$ cat src/common/tcdm_pkg.sv
// ********************
// widths, depths and vector types of the TCDM queue subsystem
// ********************

package tcdm_pkg;

  // word addressed memory port
  localparam int unsigned ADDR_W     = 10;
  localparam int unsigned DATA_W     = 32;
  localparam int unsigned BE_W       = DATA_W / 8;  // one enable per byte
  localparam int unsigned MEM_WORDS  = 1 << ADDR_W;

  // default depth of both queues inside tcdm_fifo
  localparam int unsigned FIFO_DEPTH = 4;

  // request word as stored in the outgoing queue: {wen, be, wdata, addr}
  localparam int unsigned REQ_W      = ADDR_W + DATA_W + BE_W + 1;

  typedef logic [ADDR_W-1:0] addr_t;      // word address
  typedef logic [DATA_W-1:0] data_t;      // data word
  typedef logic [BE_W-1:0]   be_t;        // byte enables
  typedef logic [REQ_W-1:0]  req_word_t;  // packed request

endpackage

$ cat src/common/tcdm_if.sv
// ********************
// TCDM port with initiator and target views
// ********************

`timescale 1ns/1ps

interface tcdm_if import tcdm_pkg::*; ();

  // request channel
  logic  req;
  logic  gnt;
  addr_t addr;
  data_t wdata;
  be_t   be;
  logic  wen;     // high for read, low for write

  // response channel
  logic  r_valid;
  data_t r_data;
  logic  r_ready; // not honored by every target

  // side that issues requests
  modport initiator (
    output req,
    output addr,
    output wdata,
    output be,
    output wen,
    output r_ready,
    input  gnt,
    input  r_valid,
    input  r_data
  );

  // side that serves requests
  modport target (
    input  req,
    input  addr,
    input  wdata,
    input  be,
    input  wen,
    input  r_ready,
    output gnt,
    output r_valid,
    output r_data
  );

endinterface

$ cat src/tcdm_fifo/stream_fifo.sv
// ********************
// valid/ready stream queue with clear and empty flag
// ********************

`timescale 1ns/1ps

module stream_fifo #(
  parameter int unsigned DATA_WIDTH = 32,
  parameter int unsigned DEPTH      = 4
) (
  input  logic                  clk_i,
  input  logic                  rst_ni,
  input  logic                  clear_i,
  input  logic                  push_valid_i,
  output logic                  push_ready_o,
  input  logic [DATA_WIDTH-1:0] push_data_i,
  output logic                  pop_valid_o,
  input  logic                  pop_ready_i,
  output logic [DATA_WIDTH-1:0] pop_data_o,
  output logic                  empty_o
);

  localparam int unsigned PTR_W = (DEPTH > 1) ? $clog2(DEPTH) : 1;
  localparam int unsigned CNT_W = $clog2(DEPTH + 1);

  logic [DATA_WIDTH-1:0] buf_q [DEPTH];  // circular storage
  logic [PTR_W-1:0]      wr_ptr_q;
  logic [PTR_W-1:0]      rd_ptr_q;
  logic [CNT_W-1:0]      count_q;        // occupancy
  logic                  push;
  logic                  pop;

  // pointer advance, wraps at DEPTH-1 so any depth works
  function automatic logic [PTR_W-1:0] ptr_inc(input logic [PTR_W-1:0] ptr);
    if (ptr == PTR_W'(DEPTH - 1)) begin
      return '0;
    end
    return ptr + PTR_W'(1);
  endfunction

  assign push_ready_o = (count_q != CNT_W'(DEPTH)); // room left
  assign pop_valid_o  = (count_q != '0);
  assign empty_o      = (count_q == '0);
  assign push         = push_valid_i & push_ready_o;
  assign pop          = pop_valid_o & pop_ready_i;

  // head entry comes straight from storage flops, never from push_data_i
  assign pop_data_o = buf_q[rd_ptr_q];

  always_ff @(posedge clk_i or negedge rst_ni) begin
    if (!rst_ni) begin
      wr_ptr_q <= '0;
      rd_ptr_q <= '0;
      count_q  <= '0;
    end else if (clear_i) begin
      wr_ptr_q <= '0;  // drop all entries
      rd_ptr_q <= '0;
      count_q  <= '0;
    end else begin
      if (push) wr_ptr_q <= ptr_inc(wr_ptr_q);
      if (pop)  rd_ptr_q <= ptr_inc(rd_ptr_q);
      case ({push, pop})
        2'b10:   count_q <= count_q + CNT_W'(1);
        2'b01:   count_q <= count_q - CNT_W'(1);
        default: count_q <= count_q;  // idle or push and pop together
      endcase
    end
  end

  always_ff @(posedge clk_i) begin
    if (push) begin
      buf_q[wr_ptr_q] <= push_data_i;
    end
  end

endmodule

$ cat src/tcdm_fifo/tcdm_fifo.sv
// ********************
// TCDM decoupling queue, request and response streams plus response skid
// ********************

`timescale 1ns/1ps

module tcdm_fifo import tcdm_pkg::*; #(
  parameter int unsigned DEPTH = FIFO_DEPTH
) (
  input  logic   clk_i,
  input  logic   rst_ni,
  input  logic   clear_i,
  output logic   empty_o,
  tcdm_if.target    tcdm_target,
  tcdm_if.initiator tcdm_initiator
);

  // outgoing stream, target requests toward memory
  req_word_t out_push_data;
  logic      out_push_ready;
  req_word_t out_pop_data;
  logic      out_pop_valid;
  logic      out_empty;

  // incoming stream, memory responses toward target
  data_t     in_push_data;
  logic      in_push_valid;
  logic      in_push_ready;
  logic      in_empty;

  // skid for a response that arrives while the incoming queue is full
  logic      skid_valid_q;
  data_t     skid_data_q;
  logic      skid_load;

  // pack target request
  assign out_push_data   = {tcdm_target.wen, tcdm_target.be, tcdm_target.wdata, tcdm_target.addr};
  assign tcdm_target.gnt = out_push_ready;  // full queue stalls the requester

  stream_fifo #(
    .DATA_WIDTH ( REQ_W ),
    .DEPTH      ( DEPTH )
  ) i_fifo_outgoing (
    .clk_i        ( clk_i              ),
    .rst_ni       ( rst_ni             ),
    .clear_i      ( clear_i            ),
    .push_valid_i ( tcdm_target.req    ),
    .push_ready_o ( out_push_ready     ),
    .push_data_i  ( out_push_data      ),
    .pop_valid_o  ( out_pop_valid      ),
    .pop_ready_i  ( tcdm_initiator.gnt ),
    .pop_data_o   ( out_pop_data       ),
    .empty_o      ( out_empty          )
  );

  // unpack toward memory
  assign {tcdm_initiator.wen, tcdm_initiator.be, tcdm_initiator.wdata,
          tcdm_initiator.addr} = out_pop_data;

  // only ask memory while a response has somewhere to go
  assign tcdm_initiator.req     = out_pop_valid & in_push_ready;
  assign tcdm_initiator.r_ready = in_push_ready;  // informative for the memory

  // held response goes first, a fresh one follows
  assign in_push_valid = skid_valid_q | tcdm_initiator.r_valid;
  assign in_push_data  = skid_valid_q ? skid_data_q : tcdm_initiator.r_data;

  // fresh response parks when it cannot be pushed this cycle
  assign skid_load = tcdm_initiator.r_valid & (skid_valid_q | ~in_push_ready);

  always_ff @(posedge clk_i or negedge rst_ni) begin
    if (!rst_ni) begin
      skid_valid_q <= 1'b0;
    end else if (clear_i) begin
      skid_valid_q <= 1'b0;
    end else begin
      skid_valid_q <= skid_load | (skid_valid_q & ~in_push_ready); // drains on push
    end
  end

  always_ff @(posedge clk_i) begin
    if (skid_load) begin
      skid_data_q <= tcdm_initiator.r_data;
    end
  end

  stream_fifo #(
    .DATA_WIDTH ( DATA_W ),
    .DEPTH      ( DEPTH  )
  ) i_fifo_incoming (
    .clk_i        ( clk_i                ),
    .rst_ni       ( rst_ni               ),
    .clear_i      ( clear_i              ),
    .push_valid_i ( in_push_valid        ),
    .push_ready_o ( in_push_ready        ),
    .push_data_i  ( in_push_data         ),
    .pop_valid_o  ( tcdm_target.r_valid  ),
    .pop_ready_i  ( tcdm_target.r_ready  ),
    .pop_data_o   ( tcdm_target.r_data   ),
    .empty_o      ( in_empty             )
  );

  // nothing queued, nothing parked
  assign empty_o = out_empty & in_empty & ~skid_valid_q;

endmodule

$ cat src/flat_wrapper.sv
// flat-port wrapper written by rule: the top's interface ports become plain ports
module tcdm_fifo_flat import tcdm_pkg::*;
#(
  parameter int unsigned DEPTH = FIFO_DEPTH
)
  (clk_i, rst_ni, clear_i, empty_o, tcdm_target_req, tcdm_target_addr, tcdm_target_wdata, tcdm_target_be, tcdm_target_wen, tcdm_target_r_ready, tcdm_target_gnt, tcdm_target_r_valid, tcdm_target_r_data, tcdm_initiator_req, tcdm_initiator_addr, tcdm_initiator_wdata, tcdm_initiator_be, tcdm_initiator_wen, tcdm_initiator_r_ready, tcdm_initiator_gnt, tcdm_initiator_r_valid, tcdm_initiator_r_data);
  tcdm_if tcdm_target_i ();
  tcdm_if tcdm_initiator_i ();
  input  logic clk_i;
  input  logic rst_ni;
  input  logic clear_i;
  output logic empty_o;
  input wire logic [$bits(tcdm_target_i.req)-1:0] tcdm_target_req;
  input wire logic [$bits(tcdm_target_i.addr)-1:0] tcdm_target_addr;
  input wire logic [$bits(tcdm_target_i.wdata)-1:0] tcdm_target_wdata;
  input wire logic [$bits(tcdm_target_i.be)-1:0] tcdm_target_be;
  input wire logic [$bits(tcdm_target_i.wen)-1:0] tcdm_target_wen;
  input wire logic [$bits(tcdm_target_i.r_ready)-1:0] tcdm_target_r_ready;
  output wire logic [$bits(tcdm_target_i.gnt)-1:0] tcdm_target_gnt;
  output wire logic [$bits(tcdm_target_i.r_valid)-1:0] tcdm_target_r_valid;
  output wire logic [$bits(tcdm_target_i.r_data)-1:0] tcdm_target_r_data;
  output wire logic [$bits(tcdm_initiator_i.req)-1:0] tcdm_initiator_req;
  output wire logic [$bits(tcdm_initiator_i.addr)-1:0] tcdm_initiator_addr;
  output wire logic [$bits(tcdm_initiator_i.wdata)-1:0] tcdm_initiator_wdata;
  output wire logic [$bits(tcdm_initiator_i.be)-1:0] tcdm_initiator_be;
  output wire logic [$bits(tcdm_initiator_i.wen)-1:0] tcdm_initiator_wen;
  output wire logic [$bits(tcdm_initiator_i.r_ready)-1:0] tcdm_initiator_r_ready;
  input wire logic [$bits(tcdm_initiator_i.gnt)-1:0] tcdm_initiator_gnt;
  input wire logic [$bits(tcdm_initiator_i.r_valid)-1:0] tcdm_initiator_r_valid;
  input wire logic [$bits(tcdm_initiator_i.r_data)-1:0] tcdm_initiator_r_data;
  assign tcdm_target_i.req = tcdm_target_req;
  assign tcdm_target_i.addr = tcdm_target_addr;
  assign tcdm_target_i.wdata = tcdm_target_wdata;
  assign tcdm_target_i.be = tcdm_target_be;
  assign tcdm_target_i.wen = tcdm_target_wen;
  assign tcdm_target_i.r_ready = tcdm_target_r_ready;
  assign tcdm_target_gnt = tcdm_target_i.gnt;
  assign tcdm_target_r_valid = tcdm_target_i.r_valid;
  assign tcdm_target_r_data = tcdm_target_i.r_data;
  assign tcdm_initiator_req = tcdm_initiator_i.req;
  assign tcdm_initiator_addr = tcdm_initiator_i.addr;
  assign tcdm_initiator_wdata = tcdm_initiator_i.wdata;
  assign tcdm_initiator_be = tcdm_initiator_i.be;
  assign tcdm_initiator_wen = tcdm_initiator_i.wen;
  assign tcdm_initiator_r_ready = tcdm_initiator_i.r_ready;
  assign tcdm_initiator_i.gnt = tcdm_initiator_gnt;
  assign tcdm_initiator_i.r_valid = tcdm_initiator_r_valid;
  assign tcdm_initiator_i.r_data = tcdm_initiator_r_data;
  tcdm_fifo #(.DEPTH(DEPTH)) u_core (.clk_i(clk_i), .rst_ni(rst_ni), .clear_i(clear_i), .empty_o(empty_o), .tcdm_target(tcdm_target_i), .tcdm_initiator(tcdm_initiator_i));
endmodule
$ cat config.mk
export PLATFORM = sky130hd
export DESIGN_NAME = tcdm_fifo_flat
export DESIGN_NICKNAME = d
export VERILOG_FILES = /design/src/common/tcdm_pkg.sv /design/src/common/tcdm_if.sv /design/src/tcdm_fifo/stream_fifo.sv /design/src/tcdm_fifo/tcdm_fifo.sv /design/src/flat_wrapper.sv
export SDC_FILE = /design/constraint.sdc
export NUM_CORES = 1
export LEC_CHECK = 0
export BUFFER_PORTS_ARGS = -buffer_cell sky130_fd_sc_hd__buf_2
export CORE_ASPECT_RATIO = 0.7
export CORE_UTILIZATION = 25
export CTS_BUF_LIST = sky130_fd_sc_hd__clkbuf_4 sky130_fd_sc_hd__clkbuf_8
export DETAILED_ROUTE_END_ITERATION = 6
export SLEW_MARGIN = 20
export SYNTH_ARGS = -nofsm -noshare
export SYNTH_HDL_FRONTEND = slang
export SYNTH_HIERARCHICAL = 1
export SYNTH_SLANG_ARGS = --single-unit
$ cat constraint.sdc
create_clock -name clk_i -period 8.3 [get_ports clk_i]
set_clock_uncertainty 0.15 [all_clocks]
set_input_delay 0.83 -clock clk_i [delete_from_list [all_inputs] [get_ports clk_i]]
set_output_delay 0.83 -clock clk_i [all_outputs]
set_load 0.02 [all_outputs]
==> reports/metrics.yaml <==
status: "complete, no violations"
start_util_pct: 25.5
place_ws_ps: 5190
clock_latency_ps: 630
p_int_uw: 3160
tightest_slew_ps: 955
route.detailed.wl_per_inst_um: 17.7
dp_cells: 1513
switching_share_pct: 26.3
yosys.area.top_type_share_pct: 73.7
port_buffers: 169
wl_um: 28500
dpl.hpwl_um: 17000
layoutNonFillerInstCount: 1612
grt_pass1_vias: 7423
regArea_um2: 10800
synth_seq_cells: 363
nets: 932
synth_edf_count: 348
dieArea_um2: 57700
yosysSeqAreaShare_pct: 76.3
syn_inst: 624
finalSetupViolCount: 0
leakagePower_uw: 0.00566
drive_gt1_share_pct: 45.4
cts.sinks: 363
tns_ps: 0
powerDensity_nw_per_um2: 254
finalCriticalPeriod_ps: 3680
startpoint: "u_core/i_fifo_outgoing/rd_ptr_q[0]$_DFFE_PN0P_"
slew_headroom_pct: 36.4
htreeDepth: 2
cap_violations: 0
final.period_utilization_pct: 44.4
cp-end-kind: "primary output"
die_y_um: 201
finalMaxSlewViolations: 0
power_frac_comb_pct: 15.6
grt_setup_unrepaired: "no"
grt.total_usage_pct: 10.0
num_rows: 72
areaGrowthSynthToFinish_pct: 19.1
multiInputGateArea_um2: 3040
first_pass_iters: 4
async_flop_share_pct: 4.13
synth_fp_nets: 722
clkSlewWorstSetupHoldPaths_ps: 70
postSynthAreaPerCell_um2: 22.7
yosysMostFrequentCell: "edfxtp_1"
p_seq_share_pct: 50.8
cts_buffers: 58
ys_types: 52
drt_iter0_drc: 389
hold_path_startpoint: "tcdm_initiator_r_data[11]"
final_hold_viol_count: 0
ys.flop_type: "edfxtp_1"
crit_type: "flop to primary output"
ir_drop_mv: 0.114
grt_max_degree: 50
cts_root_buffer: "clkbuf_8"
setup.worst_path.start_class: "flop"
synthesis.area_um2: 14200
cts_buffer_depth: 3
hold_path_class: "input port to flop"
p_switching_uw: 1130
cp_max_fo: 43
num_io_pins: 170
critPathRequiredTime_ps: 7320
cts_tree: "yes"
diodes: 0
nFillCells: 5458
grt_pass1_wl_um: 43900
gp_congestion: 0.684
postRouteAntennaNets: 0
power.share.clock_pct: 33.7
yosys.area.top_type: "edfxtp_1"
max_freq_ghz: 0.272
cp.arrival_ps: 2700
grt_antenna_before_repair: 2
grt-ovfl-total: 0
dr_total_vias: 6732
layout_setup_ws_ps: 4620
die_w_um: 287
core_area_um2: 55700
synthTopCellsByArea: "edfxtp_1, mux4_2, mux2_4"
fin_total_pwr_uw: 4290
cts_resized: 0
synth-warning-count: 6
r2r_start: "u_core/i_fifo_incoming/count_q[2]$_DFFE_PN0P_"
ys_top_cells_by_count: "edfxtp_1, mux4_2, mux2_4"
drcViolationCount: 0
via_per_inst: 4.18
-- sequential cells by signal, indices dropped and copies added, names as in the netlist --
register                         flops
u_core/i_fifo_incoming/count_q       3
u_core/i_fifo_outgoing/rd_ptr_q      2
u_core/i_fifo_incoming/buf_q       128
u_core/i_fifo_outgoing/buf_q       188
u_core/i_fifo_outgoing/count_q       3
u_core/skid_valid_q                  1
u_core/i_fifo_incoming/wr_ptr_q      2
u_core/skid_data_q                  32
u_core/i_fifo_incoming/rd_ptr_q      2
u_core/i_fifo_outgoing/wr_ptr_q      2
-- area by class of cell --
type	count	area share, %
Timing Repair Buffer	184	5.69
Tap cell	740	5.48
Sequential cell	363	64.1
Inverter	12	0.296
Clock buffer	74	5.44
Clock inverter	24	0.926
Multi-Input combinational cell	215	18.0
-- through the flow --
| stage | cell area [um^2] | hold slack [ps] | util, % |
|---|---|---|---|
| 6_report | 16900 | 242 | 30.3 |
| 5_1_grt | 16900 | 175 | 30.3 |
| 4_1_cts | 16900 | 166 | 30.3 |
| 3_5_place_dp | 15800 | 415 | 28.4 |
| 3_3_place_gp | 15800 | 410 | 28.4 |
| 2_1_floorplan | 14200 | 384 | - |
-- path summary, 6_finish.rpt --
check                                                                 end  slack [ps]  depth (start not counted)
min reg2reg                 u_core/i_fifo_incoming/buf_q[1][27]$_DFFE_PP_         430                          1
max in group asynchronous  u_core/i_fifo_outgoing/rd_ptr_q[0]$_DFFE_PN0P_        7140                          2
min                                      u_core/skid_data_q[11]$_DFFE_PP_         240                          1
min in group asynchronous  u_core/i_fifo_outgoing/rd_ptr_q[1]$_DFFE_PN0P_         520                          2
max reg2reg                 u_core/i_fifo_incoming/buf_q[2][24]$_DFFE_PP_        5860                          4
max                                              tcdm_initiator_wdata[26]        4620                          3
-- cell usage in the layout (no fill, tap or decap), types with 11 or more instances in the layout --
master,netlist,final
dfrtp_1,15,11
mux4_2,77,77
clkbuf_4,0,16
clkinv_1,0,12
mux2_4,28,28
edfxtp_1,348,348
clkbuf_8,0,58
buf_4,9,14
buf_2,11,169
-- cell families (layout without fill, tap and decap cells) --
| family | count (synthesis) | after routing | synth area share (%) |
|---|---|---|---|
| AO/OA/AOI/OAI | 34 | 34 | 1.72 |
| XOR/XNOR | 2 | 2 | 0.124 |
| adder cells (fa/ha/maj) | 12 | 12 | 1.16 |
| buffers and inverters | 46 | 294 | 2.32 |
| flip-flops | 363 | 363 | 76.3 |
| multiplexers | 113 | 113 | 16.0 |
| AND/OR/NAND/NOR | 54 | 54 | 2.31 |
-- critical path, cell delays in order, from the launching register on --
cell and delay, ps:
dfrtp_4 480, buf_4 720, mux4_2 620, buf_2 180
-- power by group through the flow --
| stage | clock network (uW) | registers [uW] | logic, uW |
|---|---|---|---|
| detailed placement | 0 | 2220 | 686 |
| CTS | 1510 | 2180 | 688 |
| global route | 1590 | 2190 | 722 |
| global placement | 0 | 2210 | 679 |
| floorplan | 0 | 2190 | 490 |
| finish | 1440 | 2180 | 669 |
-- routing by layer --
layer | track usage, % | up-vias | wire (um)
li1 | - | 3018 | -
met1 | 13.0 | 3545 | 12500
met2 | 16.2 | 122 | 13900
met3 | 2.40 | 45 | 1410
met4 | 3.82 | 2 | 622
met5 | 0 | - | 17
-- timing repair --
action,CTS,global route
hold endpoints to repair,15,0
setup endpoints to repair,0,0
hold buffers,1,0
buffers inserted,0,0
(Power assumes the default switching activity.)
